===== src/design/disc_settings.svh =====
//~~~~~~~~~~~~~~~~~~~~~~~~~~~~~~~~~~~~~~~~~~~~~~~~~~~~~~~~~~
// build-time sizing of the sample discriminator
// DISC_CHANNELS must be a power of two, DISC_MAX_DELAY at least 2
//~~~~~~~~~~~~~~~~~~~~~~~~~~~~~~~~~~~~~~~~~~~~~~~~~~~~~~~~~~
`ifndef DISC_SETTINGS_SVH
`define DISC_SETTINGS_SVH

// channels and batch shape
`define DISC_CHANNELS      4
`define DISC_SAMPLE_WIDTH  16
`define DISC_PARALLEL      2

// pre/post-trigger limit, also the delay line depth
`define DISC_MAX_DELAY     15

// output side
`define DISC_FIFO_DEPTH    8
`define DISC_OUT_CREDITS   4
`define DISC_TSTAMP_WIDTH  32

`endif


===== src/design/disc_pkg.sv =====
//~~~~~~~~~~~~~~~~~~~~~~~~~~~~~~~~~~~~~~~~~~~~~~~~~~~~~~~~~~
// shared types of the discriminator datapath
// samples and thresholds are signed two's complement
//~~~~~~~~~~~~~~~~~~~~~~~~~~~~~~~~~~~~~~~~~~~~~~~~~~~~~~~~~~
`include "disc_settings.svh"

package disc_pkg;

  localparam int CHAN_W  = (`DISC_CHANNELS > 1) ? $clog2(`DISC_CHANNELS) : 1;
  localparam int DELAY_W = $clog2(`DISC_MAX_DELAY + 1);

  typedef logic signed [`DISC_SAMPLE_WIDTH-1:0] sample_t;
  typedef sample_t [`DISC_PARALLEL-1:0]         batch_t;
  typedef logic [CHAN_W-1:0]                    chan_idx_t;
  typedef logic [DELAY_W-1:0]                   delay_t;
  typedef logic [`DISC_TSTAMP_WIDTH-1:0]        tstamp_t;

  typedef struct packed {
    batch_t  batch;
    tstamp_t tstamp;
  } stamped_batch_t;

  // disabled channels keep every batch
  typedef struct packed {
    sample_t low_thr;
    sample_t high_thr;
    delay_t  start_delay;
    delay_t  stop_delay;
    logic    disabled;
  } chan_cfg_t;

  typedef struct packed {
    batch_t  batch;
    tstamp_t tstamp;
    logic    seg_start;
  } disc_record_t;

  typedef struct packed {
    chan_idx_t    chan;
    disc_record_t rec;
  } out_beat_t;

endpackage


===== src/design/disc_ingest.sv =====
//~~~~~~~~~~~~~~~~~~~~~~~~~~~~~~~~~~~~~~~~~~~~~~~~~~~~~~~~~~
// config writes apply to batches arriving from the next cycle
// timestamp counts cycles since reset and wraps silently
//~~~~~~~~~~~~~~~~~~~~~~~~~~~~~~~~~~~~~~~~~~~~~~~~~~~~~~~~~~
`timescale 1ns/1ps
`include "disc_settings.svh"

module disc_ingest import disc_pkg::*; (
  input  logic                                 adc_clk,
  input  logic                                 adc_reset,
  input  logic                                 cfg_we_i,
  input  chan_idx_t                            cfg_chan_i,
  input  chan_cfg_t                            cfg_data_i,
  input  logic                                 adc_valid_i,
  input  batch_t [`DISC_CHANNELS-1:0]          adc_data_i,
  output logic                                 stamped_valid_o,
  output stamped_batch_t [`DISC_CHANNELS-1:0]  stamped_o,
  output chan_cfg_t [`DISC_CHANNELS-1:0]       cfg_o
);

  localparam chan_cfg_t CFG_RESET = '{
    low_thr:     '0,
    high_thr:    '0,
    start_delay: '0,
    stop_delay:  '0,
    disabled:    1'b1
  };

  chan_cfg_t [`DISC_CHANNELS-1:0] cfg_q;
  tstamp_t                        timer_q;

  always_ff @(posedge adc_clk) begin
    if (adc_reset) begin
      timer_q         <= '0;
      stamped_valid_o <= 1'b0;
      for (int ch = 0; ch < `DISC_CHANNELS; ch++) begin
        cfg_q[ch] <= CFG_RESET;
        cfg_o[ch] <= CFG_RESET;
      end
    end else begin
      timer_q         <= timer_q + 1'b1;
      stamped_valid_o <= adc_valid_i;
      if (cfg_we_i) begin
        cfg_q[cfg_chan_i] <= cfg_data_i;
      end
      // second stage lines the config up with the stamped batches
      cfg_o <= cfg_q;
    end
  end

  always_ff @(posedge adc_clk) begin
    if (adc_valid_i) begin
      for (int ch = 0; ch < `DISC_CHANNELS; ch++) begin
        stamped_o[ch] <= '{batch: adc_data_i[ch], tstamp: timer_q};
      end
    end
  end

endmodule


===== config.mk =====
export PLATFORM = sky130hd
export DESIGN_NAME = disc_ingest
export DESIGN_NICKNAME = d
export VERILOG_FILES = /design/src/design/disc_pkg.sv /design/src/design/disc_ingest.sv
export VERILOG_INCLUDE_DIRS = /design/src /design/src/design
export SDC_FILE = /design/constraint.sdc
export NUM_CORES = 1
export LEC_CHECK = 0
export BUFFER_PORTS_ARGS = -buffer_cell sky130_fd_sc_hd__buf_2
export CORE_AREA = 2 2 229 231
export CTS_BUF_LIST = sky130_fd_sc_hd__clkbuf_4
export DETAILED_ROUTE_END_ITERATION = 7
export DIE_AREA = 0 0 231 233
export PLACE_DENSITY_LB_ADDON = 0.3
export SYNTH_ARGS = -nofsm -noshare
export SYNTH_HDL_FRONTEND = slang
export SYNTH_SLANG_ARGS = --single-unit

===== constraint.sdc =====
create_clock -name adc_clk -period 2.26 [get_ports adc_clk]
set_clock_uncertainty 0.05 [all_clocks]
set_input_delay 0.113 -clock adc_clk [delete_from_list [all_inputs] [get_ports adc_clk]]
set_output_delay 0.113 -clock adc_clk [all_outputs]
set_load 0.05 [all_outputs]

# --- Yosys cells after proc, flatten, opt, wreduce, memory -nomap -nowiden ---
# Cells that the tools add are included.
totals:
  output_inout_bits: 421
  rom_bits: 0
  latchBits: 0
  in_bits: 175
  wordCells: 58
  ff_bits: 521
  mem_bits_rw: 0
  memories: 0
classes:
  multipliers: 0
  div: 0
  magnitude_cmp: 2
  n_shift: 0
  bitwise_logic: 0
  n_reduce_logical: 1
  mux: 3
  add_sub_neg: 1
  n_eq_ne: 0
op_table:
  columns: ["cell", "n"]
  rows:
  - ["$bwmux 164", 1]
  - ["$demux 41 s2", 1]
  - ["$mux 41", 1]
  - ["$add 32x1->32 const B", 1]
  - ["$lt 2x3->1 const B", 1]
  - ["$ge 2x1->1 const B", 1]
  - ["$logic_and 1x1->1", 1]

# --- Depth between registers and ports, before layout ---
logic_depth:
  ltp_word: 5
  depth_mapped: 6
  mapped_depth_nobuf: 5

# --- Least setup slack after synthesis ---
# OpenSTA, ideal clock, no wires.
synth_path:
  path_kind: "reg2reg"
  start: "register timer_q[0]"
  end: "register timer_q[20]"
  setup_time_ns: 0.070
  path_buffers: 1
  stages_incl_launch_ff: 7
  slack_ns: 0.257
  period_less_slack_ns: 2.003
  arrival_ns: 1.882
  required_time_ns: 2.140
  cell_sequence: "dfxtp_1 ha_1 nand4_1 or4_1 buf_2 or3_1 a21oi_1"
synth_between:
  elab_chain_cells: 1
synth_lines:
  columns: ["item", "line", "rtl"]
  rows:
  - ["start, declared", "disc_ingest.sv:30", "tstamp_t timer_q;"]
  - ["start signal, assigned", "disc_ingest.sv:41", "timer_q <= timer_q + 1'b1;"]
  - ["$add 32x1->32", "disc_ingest.sv:41", null]
# No other way between the ends.
# A chain may end at the register's enable or synchronous reset.

# --- Final worst setup path ---
layout_path:
  start: "register timer_q[8]"
  end: "register timer_q[28]"
# Same word-level chain as after synthesis.

==> flow_metrics.py <==
metrics = {
    "cells_and_area": {
        "fin_cells": 3215,
        "final_util_pct": 49.7,
        "final_area_um2": 25400,
        "nFillCells": 4551,
        "nNetsFinal": 2609,
        "final_layout_size_suffix_gt1_share_pct": 33.8,
        "area_delta_synth_final_pct": 49.6,
    },
    "hold_path": {
        "whs_path_depth": 3,
        "hp-class": "primary input to flip-flop",
        "hold-path-endpoint": "cfg_o[29]",
        "holdCritStartpoint": "adc_reset",
    },
    "timing": {
        "rsz0062_at_grt": "false",
        "fin_crit_ns": 2.18,
        "period_share_pct": 96.3,
        "finalWorstSetupSlack_ns": 0.0832,
        "relSlewSlack_pct": 29.8,
        "fmax_mhz": 459,
        "finalHoldViolCount": 0,
        "setup_viol": 0,
        "fin_setup_tns_ns": 0,
        "drv_slew": 0,
        "tightest_slew_ns": 1.05,
    },
    "clocking": {
        "cts_buffer_depth": 3,
        "h-tree-depth": 4,
        "cts_tree": "done",
        "cts_made_buffers": 138,
        "cts.sinks": 521,
        "clkSlewWorstSetupHoldPaths_ns": 0.07,
        "cts_setup_buffers": 0,
        "cts_root_buf": "clkbuf_4",
        "clock_latency_ns": 0.91,
    },
    "setup_path": {
        "critPathTopFamily": "simple AND/OR/NAND/NOR gates",
        "crit_chain": "nand4_2 > or4_4 > or4_1 > a21oi_1",
        "worstSetupPathType": "flip-flop to flip-flop",
        "r2r_end": "timer_q[28]",
        "reg2reg_slack_ns": 0.08,
        "cp.buffers_inverters": 0,
        "cp.required_ns": 3.03,
        "rr_startpoint": "timer_q[8]",
        "crit_fanout": 13,
        "slowest_stage": "or4_4",
        "rr_worst_depth": 4,
        "cp_slowest_stage_delay_ns": 0.67,
        "crit_path_end_kind": "flip-flop",
        "crit_arrival_ns": 2.94,
        "crit_path_start_kind": "flip-flop",
    },
    "route": {
        "vias_per_cell": 4.46,
        "drc_errors": 0,
        "post_drt_wl_per_cell_um": 19.0,
        "drt_pre_antenna_iters": 5,
        "num_vias": 14300,
        "drtAntennaViolNets": 0,
        "wirelength_mm": 61.1,
        "drt_iter0_markers": 744,
    },
    "power_and_ir_drop": {
        "p_int_w": 0.0153,
        "p_switching_w": 0.00599,
        "powerDensity_nw_per_um2": 837,
        "swShare_pct": 28.2,
        "total_leakage_power_nw": 10.9,
        "power.share.combinational_pct": 13.1,
        "pwr-share-seq_pct": 48.0,
        "ir_worst_vdd_v": 0.000402,
        "pwr-share-clk_pct": 38.9,
    },
    "run_status": {
        "outcome": "finished clean",
    },
    "placed_design": {
        "place_ws_ns": -0.00363,
        "placed_cell_area_um2": 20100,
        "gp_congestion": 0.863,
        "hpwl_mm": 39.4,
        "dp_cells": 2620,
        "port_buffers": 595,
    },
    "logic_synthesis": {
        "synth_seq_cells": 521,
        "synthTopCellsByArea": "dfxtp_1, edfxtp_1, nand2_1",
        "synth-main-ff-cell": "dfxtp_1",
        "synth_most_common_cell": "dfxtp_1",
        "async_reset_ff_share_pct": 0,
        "synth_cell_type_count": 32,
        "synth_commonest_cells": "dfxtp_1, nand2_1, a21oi_1, nor2b_1, edfxtp_1",
        "synthCells": 1497,
        "synth_nets": 1673,
        "yosys.area.top_type_share_pct": 42.5,
        "syn_area_per_cell_um2": 11.4,
        "ys_seq_area_share_pct": 70.8,
        "ys_warn_count": 0,
        "synth_area_um2": 17000,
        "synth_area_leader_cell": "dfxtp_1",
        "synth_edf_count": 160,
    },
    "floorplan": {
        "dieWidth_um": 231,
        "fp.dieH_um": 233,
        "row_count": 83,
        "fp.dieArea_um2": 53800,
        "pin_count": 596,
        "initial_core_util_pct": 33.3,
        "core_um2": 51100,
    },
    "flow_run": {
        "maxCapViolCount": 0,
    },
    "global_routing": {
        "grt_pass1_vias": 14300,
        "grt_max_degree": 79,
        "gr-total-overflow": 0,
        "grt_usage_pct": 22.1,
        "grt_first_pass_wirelength_mm": 87.6,
        "grt_antenna_before_repair": 10,
    },
}
logic make-up (layout without fill, tap and decap cells):
| kind of cell | after synthesis | in the layout | share of synthesized area (%) |
|---|---|---|---|
| other cells | 0 | 3 | 0 |
| buf+inv | 183 | 1218 | 6.22 |
| simple gates | 583 | 583 | 16.4 |
| flops | 521 | 521 | 70.8 |
| fa+ha+maj | 1 | 1 | 0.0736 |
| xor+xnor | 11 | 11 | 0.567 |
| compound gates | 198 | 198 | 5.92 |
worst reg2reg max path: cells and delay by family, from the launching register on:
family             cells  cell delay [ns]
AOI/OAI and AO/OA      1             0.16
DFF                    1             0.44
and+or+nand+nor        3             1.46
sequential cells by signal, summed over array words and instances (netlist names):
| register | cells |
|---|---|
| cfg_o | 164 |
| timer_q | 32 |
| stamped_valid_o | 1 |
| cfg_q | 164 |
| stamped_o | 160 |
placed cells by master (no fill, tap or decap), drive strengths merged, types with 7 or more instances in the layout:
cell type	instances
clkinv	23
a21oi	179
nor2	14
edfxtp	160
buf	622
nor2b	162
o21ai	13
or3	11
nand3	12
nand2	339
inv	9
dlygate4sd3	353
xnor2	9
dfxtp	361
clkbuf	206
nand4	7
or4	8
metrics by stage:
| step | hold WS (ns) | total power (W) |
|---|---|---|
| 2_1_floorplan | 0.162 | 0.0119 |
| 3_3_place_gp | 0.240 | 0.0127 |
| 3_5_place_dp | 0.241 | 0.0127 |
| 4_1_cts | 0.000973 | 0.0215 |
| 5_1_grt | 0.0619 | 0.0222 |
| 6_report | 0.160 | 0.0213 |
worst max path at each step:
stage	start	to	slack, ns	cells after the start
final	timer_q[8]	timer_q[28]	0.08	4
after global placement	timer_q[8]	timer_q[30]	0.07	4
after CTS	timer_q[8]	timer_q[21]	0.01	5
after global routing	timer_q[8]	timer_q[28]	0.005	4
after detailed placement	timer_q[8]	timer_q[28]	-0.004	4
after floorplan	timer_q[0]	timer_q[20]	0.26	6
power groups by stage:
stage,registers (W),clock network [W],logic (W)
5_1_grt,0.0102,0.00903,0.00290
3_5_place_dp,0.0104,0,0.00228
2_1_floorplan,0.0113,0,0.000638
3_3_place_gp,0.0104,0,0.00227
4_1_cts,0.0102,0.00851,0.00276
6_report,0.0102,0.00828,0.00279
layout make-up:
| type | count | area (um2) | area share (%) |
|---|---|---|---|
| Timing Repair Buffer | 975 | 6830 | 26.9 |
| Clock buffer | 206 | 1550 | 6.09 |
| Sequential cell | 521 | 12000 | 47.3 |
| Inverter | 4 | 15.0 | 0.0591 |
| Multi-Input combinational cell | 793 | 3930 | 15.5 |
| Antenna cell | 3 | 7.51 | 0.0295 |
| Tap cell | 680 | 851 | 3.35 |
| Clock inverter | 33 | 201 | 0.793 |
metal layers:
metal | global-route usage, % | part of all wire (%) | vias to the layer above
li1 | - | - | 6809
met1 | 24.9 | 39 | 6778
met2 | 36.4 | 48 | 616
met3 | 9.20 | 9.3 | 130
met4 | 10.0 | 3.5 | 6
met5 | 0 | 0.049 | -
repair_timing:
item,4_1_cts,5_1_grt
gates resized for setup,1,1
endpoints found under the hold margin,649,0
hold buffers,353,0
endpoints found under the setup margin,1,7
(Power assumes the default switching activity.)
