### config.mk
export PLATFORM = sky130hd
export DESIGN_NAME = channel_discriminator
export DESIGN_NICKNAME = d
export VERILOG_FILES = /design/src/design/disc_pkg.sv /design/src/design/record_fifo.sv /design/src/design/channel_discriminator.sv
export VERILOG_INCLUDE_DIRS = /design/src /design/src/design
export SDC_FILE = /design/constraint.sdc
export NUM_CORES = 1
export LEC_CHECK = 0
export BUFFER_PORTS_ARGS = -buffer_cell sky130_fd_sc_hd__buf_2
export CORE_ASPECT_RATIO = 1.1
export CORE_MARGIN = 4
export CORE_UTILIZATION = 50
export CTS_CLUSTER_DIAMETER = 60
export DETAILED_ROUTE_END_ITERATION = 12
export GPL_ROUTABILITY_DRIVEN = 0
export PLACE_DENSITY = 0.66
export SYNTH_ARGS = -nofsm -noshare
export SYNTH_HDL_FRONTEND = slang
export SYNTH_HIERARCHICAL = 1
export SYNTH_SLANG_ARGS = --single-unit
### constraint.sdc
create_clock -name adc_clk -period 12.03 [get_ports adc_clk]
set_input_delay 1.203 -clock adc_clk [delete_from_list [all_inputs] [get_ports adc_clk]]
set_output_delay 1.203 -clock adc_clk [all_outputs]
set_load 0.1 [all_outputs]
### src/design/disc_settings.svh
//~~~~~~~~~~~~~~~~~~~~~~~~~~~~~~~~~~~~~~~~~~~~~~~~~~~~~~~~~~
// build-time sizing of the sample discriminator
// DISC_CHANNELS must be a power of two, DISC_MAX_DELAY at least 2
//~~~~~~~~~~~~~~~~~~~~~~~~~~~~~~~~~~~~~~~~~~~~~~~~~~~~~~~~~~
`ifndef DISC_SETTINGS_SVH
`define DISC_SETTINGS_SVH

// channels and batch shape
`define DISC_CHANNELS      4
`define DISC_SAMPLE_WIDTH  16
`define DISC_PARALLEL      2

// pre/post-trigger limit, also the delay line depth
`define DISC_MAX_DELAY     15

// output side
`define DISC_FIFO_DEPTH    8
`define DISC_OUT_CREDITS   4
`define DISC_TSTAMP_WIDTH  32

`endif

### src/design/disc_pkg.sv
//~~~~~~~~~~~~~~~~~~~~~~~~~~~~~~~~~~~~~~~~~~~~~~~~~~~~~~~~~~
// shared types of the discriminator datapath
// samples and thresholds are signed two's complement
//~~~~~~~~~~~~~~~~~~~~~~~~~~~~~~~~~~~~~~~~~~~~~~~~~~~~~~~~~~
`include "disc_settings.svh"

package disc_pkg;

  localparam int CHAN_W  = (`DISC_CHANNELS > 1) ? $clog2(`DISC_CHANNELS) : 1;
  localparam int DELAY_W = $clog2(`DISC_MAX_DELAY + 1);

  typedef logic signed [`DISC_SAMPLE_WIDTH-1:0] sample_t;
  typedef sample_t [`DISC_PARALLEL-1:0]         batch_t;
  typedef logic [CHAN_W-1:0]                    chan_idx_t;
  typedef logic [DELAY_W-1:0]                   delay_t;
  typedef logic [`DISC_TSTAMP_WIDTH-1:0]        tstamp_t;

  typedef struct packed {
    batch_t  batch;
    tstamp_t tstamp;
  } stamped_batch_t;

  // disabled channels keep every batch
  typedef struct packed {
    sample_t low_thr;
    sample_t high_thr;
    delay_t  start_delay;
    delay_t  stop_delay;
    logic    disabled;
  } chan_cfg_t;

  typedef struct packed {
    batch_t  batch;
    tstamp_t tstamp;
    logic    seg_start;
  } disc_record_t;

  typedef struct packed {
    chan_idx_t    chan;
    disc_record_t rec;
  } out_beat_t;

endpackage

### src/design/record_fifo.sv
//~~~~~~~~~~~~~~~~~~~~~~~~~~~~~~~~~~~~~~~~~~~~~~~~~~~~~~~~~~
// first-word-fall-through queue, push when full is dropped
//~~~~~~~~~~~~~~~~~~~~~~~~~~~~~~~~~~~~~~~~~~~~~~~~~~~~~~~~~~
`timescale 1ns/1ps

module record_fifo #(
  parameter type payload_t = logic [7:0],
  parameter int  DEPTH     = 4
) (
  input  logic     adc_clk,
  input  logic     adc_reset,
  input  logic     push_i,
  input  payload_t data_i,
  input  logic     pop_i,
  output payload_t data_o,
  output logic     empty_o,
  output logic     full_o
);

  localparam int PTR_W = (DEPTH > 1) ? $clog2(DEPTH) : 1;
  localparam int CNT_W = $clog2(DEPTH + 1);

  payload_t         mem_q [DEPTH];
  logic [PTR_W-1:0] wr_ptr_q;
  logic [PTR_W-1:0] rd_ptr_q;
  logic [CNT_W-1:0] count_q;
  logic             do_push;
  logic             do_pop;

  assign full_o  = count_q == CNT_W'(DEPTH);
  assign empty_o = count_q == '0;
  assign do_push = push_i & ~full_o;
  assign do_pop  = pop_i & ~empty_o;
  assign data_o  = mem_q[rd_ptr_q];

  always_ff @(posedge adc_clk) begin
    if (adc_reset) begin
      wr_ptr_q <= '0;
      rd_ptr_q <= '0;
      count_q  <= '0;
    end else begin
      if (do_push) begin
        wr_ptr_q <= (wr_ptr_q == PTR_W'(DEPTH - 1)) ? '0 : wr_ptr_q + 1'b1;
      end
      if (do_pop) begin
        rd_ptr_q <= (rd_ptr_q == PTR_W'(DEPTH - 1)) ? '0 : rd_ptr_q + 1'b1;
      end
      count_q <= count_q + CNT_W'(do_push) - CNT_W'(do_pop);
    end
  end

  always_ff @(posedge adc_clk) begin
    if (do_push) begin
      mem_q[wr_ptr_q] <= data_i;
    end
  end

endmodule

### src/design/channel_discriminator.sv
//~~~~~~~~~~~~~~~~~~~~~~~~~~~~~~~~~~~~~~~~~~~~~~~~~~~~~~~~~~
// pipeline advances on valid beats only, so the last
// DISC_MAX_DELAY+2 batches wait for later input to be pushed
// change delays or the disable bit only while the input is idle
//~~~~~~~~~~~~~~~~~~~~~~~~~~~~~~~~~~~~~~~~~~~~~~~~~~~~~~~~~~
`timescale 1ns/1ps
`include "disc_settings.svh"

module channel_discriminator import disc_pkg::*; (
  input  logic           adc_clk,
  input  logic           adc_reset,
  input  logic           valid_i,
  input  stamped_batch_t stamped_i,
  input  chan_cfg_t      cfg_i,
  input  logic           pop_i,
  output disc_record_t   rec_o,
  output logic           empty_o,
  output logic           overflow_o
);

  localparam int D = `DISC_MAX_DELAY;

  typedef struct packed {
    logic           act;
    stamped_batch_t sb;
  } line_entry_t;

  logic         above_hi;
  logic         above_lo;
  logic         act_now;
  logic         active_q;
  delay_t       since_q;
  delay_t       since_next;
  logic         pre_now;
  logic [D:0]   pre_sr_q;
  line_entry_t  eval_q;
  logic         eval_v_q;
  line_entry_t  line_q [D];
  logic [D-1:0] line_v_q;
  line_entry_t  leaving;
  logic         leaving_v;
  logic         pre_hit;
  logic         post_hit;
  delay_t       post_cnt_q;
  logic         keep;
  logic         last_kept_q;
  disc_record_t dec_q;
  logic         dec_keep_q;
  logic         push;
  logic         full;

  // hysteresis on the incoming batch
  always_comb begin
    above_hi = 1'b0;
    above_lo = 1'b0;
    for (int i = 0; i < `DISC_PARALLEL; i++) begin
      if (stamped_i.batch[i] > cfg_i.high_thr) begin
        above_hi = 1'b1;
      end
      if (stamped_i.batch[i] > cfg_i.low_thr) begin
        above_lo = 1'b1;
      end
    end
    act_now = (above_hi | active_q) & above_lo;
  end

  // beats since the last active batch, saturating at D
  assign since_next = act_now ? '0 : ((since_q == delay_t'(D)) ? since_q : since_q + 1'b1);
  // an active batch lies within start_delay beats after the batch start_delay ago
  assign pre_now    = since_next < cfg_i.start_delay;

  assign leaving   = line_q[D-1];
  assign leaving_v = line_v_q[D-1];
  // tap D-start_delay holds the flag taken start_delay beats after the leaving batch
  assign pre_hit   = pre_sr_q[D - int'(cfg_i.start_delay)];
  assign post_hit  = post_cnt_q != '0;
  assign keep      = leaving_v & (cfg_i.disabled | leaving.act | pre_hit | post_hit);
  assign push      = valid_i & dec_keep_q;

  always_ff @(posedge adc_clk) begin
    if (adc_reset) begin
      active_q    <= 1'b0;
      since_q     <= delay_t'(D);
      pre_sr_q    <= '0;
      eval_v_q    <= 1'b0;
      line_v_q    <= '0;
      post_cnt_q  <= '0;
      last_kept_q <= 1'b0;
      dec_keep_q  <= 1'b0;
      overflow_o  <= 1'b0;
    end else begin
      if (valid_i) begin
        active_q   <= act_now;
        since_q    <= since_next;
        pre_sr_q   <= {pre_sr_q[D-1:0], pre_now};
        eval_v_q   <= 1'b1;
        line_v_q   <= {line_v_q[D-2:0], eval_v_q};
        dec_keep_q <= keep;
        if (leaving_v) begin
          last_kept_q <= keep;
          post_cnt_q  <= leaving.act ? cfg_i.stop_delay :
                         (post_hit ? post_cnt_q - 1'b1 : '0);
        end
      end
      if (push && full) begin
        overflow_o <= 1'b1;
      end
    end
  end

  always_ff @(posedge adc_clk) begin
    if (valid_i) begin
      eval_q    <= '{act: act_now, sb: stamped_i};
      line_q[0] <= eval_q;
      for (int k = 1; k < D; k++) begin
        line_q[k] <= line_q[k-1];
      end
      dec_q <= '{
        batch:     leaving.sb.batch,
        tstamp:    leaving.sb.tstamp,
        seg_start: ~last_kept_q
      };
    end
  end

  record_fifo #(
    .payload_t (disc_record_t),
    .DEPTH     (`DISC_FIFO_DEPTH)
  ) u_rec_fifo (
    .adc_clk   (adc_clk),
    .adc_reset (adc_reset),
    .push_i    (push),
    .data_i    (dec_q),
    .pop_i     (pop_i),
    .data_o    (rec_o),
    .empty_o   (empty_o),
    .full_o    (full)
  );

endmodule

After elaboration in Yosys (flattened, before gate mapping). Memories as Yosys holds them, arrays and structs flattened. A register that Yosys moved wholly into a read port is not among the register bits. Index checks and enable logic that the tools add are counted.

Add/sub/neg operators: 7. Magnitude comparators: 6. Eq/ne operators: 4. Multiplexer cells: 19. Bitwise logic cells: 12. Reduce and logical (&&, ||, !) cells: 4.

Operators by type and width (count): $gt A16 B16 Y1 (4); $mux W4 (4); $mux W3 (4); $mux W1 (10); $eq A4 B4 Y1 const B (2); $add A3 B1 Y3 const B (2); $eq A3 B3 Y1 const B (2); $lt A5 B6 Y1 const B (1); $and A1 B1 Y1 (5); $sub A4 B4 Y5 const A (1); $add A4 B1 Y4 (1); $add A4 B1 Y4 const B (1); $bmux W1 S4 (1); $logic_not A4 Y1 (1); $lt A4 B4 Y1 (1); $or A1 B1 Y1 (4); $reduce_bool A4 Y1 (1); $sub A4 B1 Y4 (1); $sub A4 B1 Y4 const B (1); $not A1 Y1 (3); $reduce_and A2 Y1 (1); $logic_and A1 B1 Y1 (1).

Bits in registers: 184. Bits in writable memories: 1495. Output and inout port bits: 67. Memories: 2.

Memory list: line_q (depth 15, bits a word 65, rd ports 15, clocked after Yosys merged registers in 0, wr ports 15, line channel_discriminator.sv:38) `line_entry_t line_q [D];`; u_rec_fifo.mem_q (depth 8, bits a word 65, rd ports 1, clocked after Yosys merged registers in 1, wr ports 1, line record_fifo.sv:23) `payload_t mem_q [DEPTH];`.

Depth between registers and ports, before layout. Gate-level depths: netlist of run 1.

Depth after elaboration: 7. Mapped depth: 17. Mapped depth without buffers: 16.

Cells and area by module. Netlist of run 1, hierarchy kept.

By module, submodules not included: channel_discriminator (instances 1, cells an instance 1519, area an instance 36688.9 µm², sequential area each 34062.7 µm²); record_fifo (instances 1, cells an instance 830, area an instance 20183.1 µm², sequential area each 15875.2 µm²).

Worst setup path after synthesis of run 1. OpenSTA, ideal clock, no wires.

Path kind: in2reg. Start point: in valid_i. End point: mem u_rec_fifo/mem_q[0][0] in the netlist's numbering, enable pin. Arrival: 8.241 ns. Data required time: 11.382 ns. Slack: 3.141 ns. Cell stages on the path: 5. Path through: clkbuf_1 > clkbuf_1 > and2_1 > nand2_1 > nor4_1.

Word-level cells in the longest chain between the ends: 4.

RTL lines: start: declaration (line channel_discriminator.sv:12) `input logic valid_i,`; $and A1 B1 Y1 (line channel_discriminator.sv:78) `assign push = valid_i & dec_keep_q;`; net push (line channel_discriminator.sv:49) `logic push;`; $and A1 B1 Y1 (line record_fifo.sv:32) `assign do_push = push_i & ~full_o;`; $mux W1 (line record_fifo.sv:53) `if (do_push) begin`; $mux W1 (implied by the code) (line record_fifo.sv:54) `mem_q[wr_ptr_q] <= data_i;`; end: declaration (line record_fifo.sv:23).

The timed path passes the listed nets, and every way through them passes these cells.

==> results.json, run 1 <==
{
  "dr_wl_met3_microns": 4140,
  "fillCellCount": 8174,
  "io_buffers": 175,
  "slew_headroom_pct": 23.9,
  "yosys.area.top_type": "edfxtp_1",
  "cts_inserted_buffers": 161,
  "postCtsSetupBuffers": 0,
  "wl_met1_microns": 35300,
  "grt_usage_pct": 14.4,
  "cp.required_ns": 10.83,
  "worstSetupPathType": "register to output port",
  "run_status": "completed",
  "die_h_microns": 362,
  "cts_tree": "built",
  "tightest_slew_ns": 1.14,
  "wl_met2_microns": 42300,
  "drive_gt1_share_pct": 23.1,
  "finalPower_w": 0.0127,
  "netlist_top_cells_count": "1625 x edfxtp_1, 135 x mux4_2, 78 x ha_1",
  "synthArstFlopShare_pct": 0,
  "ys_seq_area_share_pct": 87.8,
  "syn-num-nets": 2537,
  "syn2layout_area_growth_pct": 14.0,
  "antenna_found_initial": 3,
  "power_density_mw_per_mm2": 196,
  "drt-total-wl_microns": 84000,
  "netlist_instances": 2349,
  "synth.top_cells.by_area": "edfxtp_1 86%, mux4_2 5.3%, dfxtp_1 2.0%",
  "post-route-period-util_pct": 48.3,
  "avgViaCountPerCell": 5.15,
  "holdBufCountCts": 0,
  "ioPinCount": 176,
  "final_period_minus_worst_setup_slack_ns": 5.81,
  "drv_slew": 0,
  "post-synth-top-count-cell": "edfxtp_1",
  "cp-start-kind": "register",
  "hold_class": "register to register",
  "rsz0062_at_grt": "no",
  "maxUsedRoutingLayer": "met5",
  "coreArea_sq_mm": 0.113,
  "vias": 22200,
  "std_cell_rows": 129,
  "start_util_pct": 50.5,
  "detail-route-antenna-nets": 0,
  "hold_violations": 0,
  "vdd_drop_max_uv": 130,
  "fmax_mhz": 172,
  "clock-sinks": 1682,
  "finClkSkew_ns": 0.0213,
  "setup_viol_count_final": 0,
  "worstPathMaxFanout": 48,
  "grt_start_max_net_pins": 205,
  "root_buffer": "clkbuf_16",
  "postSynthAreaPerCell_sq_um": 24.2,
  "htreeDepth": 4,
  "grt_pass1_wl_microns": 132000,
  "multiInputGateArea_sq_mm": 0.00650,
  "end_kind": "output port",
  "setup_tns_ns": 0,
  "synthesis.area_sq_mm": 0.0569,
  "grt-ovfl-total": 0,
  "synth-edff-count": 1625,
  "post_cts_resized": 0,
  "first_pass_iters": 5,
  "crit_arrival_ns": 4.61,
  "synth_top_area_share_pct": 85.8,
  "cts-root-to-sink-buffers": 3,
  "holdPathStages": 0,
  "reg2regPathDepth": 6,
  "grt_pass1_vias": 23300,
  "maxCapViolations": 0,
  "final_nets": 2852,
  "worstSkewPairLatency_ns": 0.75,
  "drc": 0,
  "synth.distinct_cells": 56,
  "yosysWarnings": 6,
  "first_iter_violations": 1534,
  "dieArea_sq_mm": 0.119,
  "register_area_sq_mm": 0.0499,
  "die_w_microns": 330,
  "ys_seq_elements": 1682,
  "clk_pin_slew_ns": 0.06,
  "power_leakage_nw": 21.7,
  "wire_per_inst_microns": 19.5,
  "synthFlopType": "edfxtp_1",
  "hpwlAfterDp_microns": 45300
}
[power by group]
group / leakage (nW) / total, W / internal [W] / switching [W]
Combinational: 3.27 / 0.00106 / 0.000283 / 0.000774
Clock: 2.53 / 0.00483 / 0.00280 / 0.00202
Sequential: 15.9 / 0.00681 / 0.00669 / 0.000112
[logic make-up after synthesis]
logic type,share of synthesized area (%)
flip-flops,87.8
multiplexers,7.18
AND/OR/NAND/NOR,1.34
buffers and inverters,0.854
AO/OA/AOI/OAI,1.04
adder cells (fa/ha/maj),1.75
XOR/XNOR,0.0308
[final cells by class]
class	count	share of cell area [%]
Antenna cell	1	0.00386
Clock buffer	209	6.76
Clock inverter	89	1.23
Inverter	54	0.313
Multi-Input combinational cell	563	10.0
Sequential cell	1682	77.0
Tap cell	1506	2.91
Timing Repair Buffer	202	1.76
[placed cells by master, fill, tap and decap left out, drive strengths merged, types with 10 or more instances in the layout]
cell,synthesis,final
edfxtp,1625,1625
clkbuf,25,209
buf,25,202
mux4,135,135
ha,78,78
mux2,65,65
inv,54,65
clkinv,0,64
nor2,63,63
dfxtp,57,57
a21oi,37,37
mux2i,31,31
nand2,21,21
o21ai,20,20
nand4,16,16
nor3,12,12
nand3,11,11
bufinv,0,10
[routing by layer]
layer  GRT usage [%]  vias up
met5               0        -
met4            5.33        2
met3            3.55      169
met2            23.6      501
met1            19.0    11300
li1                -    10200
[critical path: stages, from the launching register on]
cell and delay (ns):
dfxtp_4 0.89, buf_4 0.84, buf_4 0.88, mux4_2 0.61, mux2_2 0.30, buf_2 0.30
[metrics by stage]
step | cells | setup WS, ns | instance area [sq um] | utilization [%] | hold slack, ns
global route | 4306 | 5.73 | 64900 | 57.6 | 0.408
CTS | 4305 | 5.93 | 64900 | 57.6 | 0.403
floorplan | 2349 | 3.14 | 56900 | - | 0.400
detailed placement | 4007 | 6.75 | 59700 | 53.0 | 0.405
global placement | 4007 | 6.84 | 59700 | 53.0 | 0.400
finish | 4306 | 6.22 | 64900 | 57.6 | 0.407
[final timing paths]
| kind | start | endpoint | slack (ns) |
|---|---|---|---|
| worst max-delay path | register | rec_o[28] | 6.22 |
| worst min-delay path | line_q[0][431] | line_q[0][496] | 0.41 |
| worst max register to register | u_rec_fifo/count_q[2] | u_rec_fifo/mem_q[5][39] | 8.85 |
| worst min register to register | line_q[0][431] | line_q[0][496] | 0.41 |
[flip-flops by register name (all words and copies together) (netlist names), named ones only]
signal / flops
active_q: 1
dec_keep_q: 1
dec_q: 65
eval_q: 65
eval_v_q: 1
last_kept_q: 1
line_q: 975
line_v_q: 15
overflow_o: 1
post_cnt_q: 4
pre_sr_q: 16
since_q: 4
u_rec_fifo/count_q: 4
u_rec_fifo/mem_q: 520
u_rec_fifo/rd_ptr_q: 3
u_rec_fifo/wr_ptr_q: 3
(Power assumes the default switching activity.)
==> run 2, diff against run 1 <==
==> constraint.sdc (replaced) <==
create_clock -name adc_clk -period 5.8 [get_ports adc_clk]
set_input_delay 0.58 -clock adc_clk [delete_from_list [all_inputs] [get_ports adc_clk]]
set_output_delay 0.58 -clock adc_clk [all_outputs]
set_load 0.1 [all_outputs]
==> results.json, run 2 (synthesis results as in run 1) <==
{
  "cp-start-kind": "register",
  "run_status": "completed",
  "clock-sinks": 1682,
  "largest-register": "line_q",
  "final_period_minus_worst_setup_slack_ns": 4.15,
  "end_kind": "output port",
  "final_cell_mix": "1625 x edfxtp_1, 174 x buf_2, 161 x clkbuf_16",
  "grt_usage_pct": 14.6,
  "first_iter_violations": 1839,
  "fillCellCount": 8161,
  "hold_slack_ns": 0.0814,
  "post-route-period-util_pct": 71.5,
  "drc": 0,
  "syn2layout_area_growth_pct": 14.3,
  "root_buffer": "clkbuf_16",
  "vdd_drop_max_uv": 290,
  "maxCapViolations": 0,
  "avgViaCountPerCell": 5.16,
  "slew_headroom_pct": 10.5,
  "final_nets": 2882,
  "wire_per_inst_microns": 19.6,
  "top_regs": "line_q x975, u_rec_fifo/mem_q x520",
  "finalPower_w": 0.0260,
  "worstSkewPairLatency_ns": 0.72,
  "io_buffers": 175,
  "start_util_pct": 50.5,
  "final_design_area_no_fill_sq_mm": 0.0650,
  "power_leakage_nw": 21.8,
  "drive_gt1_share_pct": 22.1,
  "placed_cell_area_sq_mm": 0.0597,
  "coreArea_sq_mm": 0.113,
  "die_w_microns": 330,
  "crit_arrival_ns": 3.57,
  "die_h_microns": 362,
  "antenna_found_initial": 1,
  "grt-ovfl-total": 0,
  "finClkSkew_ns": 0.0137,
  "worstPathMaxFanout": 46,
  "cp.required_ns": 5.22,
  "final_common_cell": "edfxtp_1",
  "hold_violations": 0,
  "cts_tree": "built",
  "hold_class": "input port to register",
  "ioPinCount": 176,
  "drv_slew": 0,
  "rsz0062_at_grt": "no",
  "first_pass_iters": 5,
  "dieArea_sq_mm": 0.119,
  "drt-total-wl_microns": 85000,
  "tightest_slew_ns": 1.34,
  "clk_pin_slew_ns": 0.06,
  "r2r_slack_ns": 2.68,
  "postCtsSetupBuffers": 0,
  "grt_start_max_net_pins": 206,
  "hpwlAfterDp_microns": 44400,
  "power_density_mw_per_mm2": 400,
  "fmax_mhz": 241,
  "grt_pass1_vias": 23800,
  "worstSetupPathType": "register to output port",
  "std_cell_rows": 129,
  "setup_viol_count_final": 0,
  "dp.cells": 4007,
  "largest_reg_flops": 975,
  "vias": 22300,
  "htreeDepth": 4,
  "post_cts_resized": 0,
  "cts_inserted_buffers": 159,
  "cts-root-to-sink-buffers": 3,
  "final_cell_count_no_fill": 4334,
  "grt_pass1_wl_microns": 135000,
  "detail-route-antenna-nets": 0
}
-- run 2: worst paths after layout --
check | endpoint | start | cells after the start
min reg2reg | line_q[1][177] | line_q[1][112] | 0
min | eval_q[61] | stamped_i[61] | 1
max | rec_o[33] | register | 4
max reg2reg | u_rec_fifo/mem_q[6][42] | u_rec_fifo/count_q[2] | 6
-- run 2: power breakdown --
| group | switching [W] | internal (W) | leakage [nW] |
|---|---|---|---|
| Sequential | 0.000247 | 0.0139 | 15.9 |
| Clock | 0.00413 | 0.00553 | 2.41 |
| Combinational | 0.00161 | 0.000606 | 3.40 |
| Total | 0.00599 | 0.0200 | 21.8 |
-- run 2: layer usage --
layer  vias to the layer above  share of wire, %  GRT usage [%]
met2                       569                50           24.0
met5                         -             0.014              0
met4                         2               2.7           5.42
met1                     11300                42           19.3
met3                       175               5.8           3.48
li1                      10300                 -              -
-- run 2: critical path: stages, from the launching register on --
cell	delay [ns]
dfxtp_4	1.01
buf_4	0.63
mux4_2	0.58
mux2_2	0.30
buf_2	0.30
-- run 2: timing repair --
| action | in CTS | in global routing |
|---|---|---|
| endpoints found under the hold margin | 32 | 0 |
| setup endpoints to repair | 0 | 0 |
| hold buffers | 32 | 0 |
-- run 2: layout make-up --
type,instances,area [sq um],share of cell area (%)
multi-input combinational,563,6510,10.0
clock inverter,85,714,1.10
antenna,1,2.50,0.00385
timing repair buffer,234,1510,2.32
inverter,54,203,0.312
clock buffer,209,4230,6.51
sequential,1682,49900,76.8
tap,1506,1880,2.90
-- run 2: per-stage QoR --
| step | utilization, % | setup TNS [ns] | setup WS [ns] |
|---|---|---|---|
| 2_1_floorplan | - | -143.35 | -0.735 |
| 5_1_grt | 57.7 | 0 | 1.31 |
| 3_5_place_dp | 53.0 | 0 | 1.99 |
| 3_3_place_gp | 53.0 | 0 | 2.14 |
| 6_report | 57.7 | 0 | 1.65 |
| 4_1_cts | 57.7 | 0 | 1.44 |
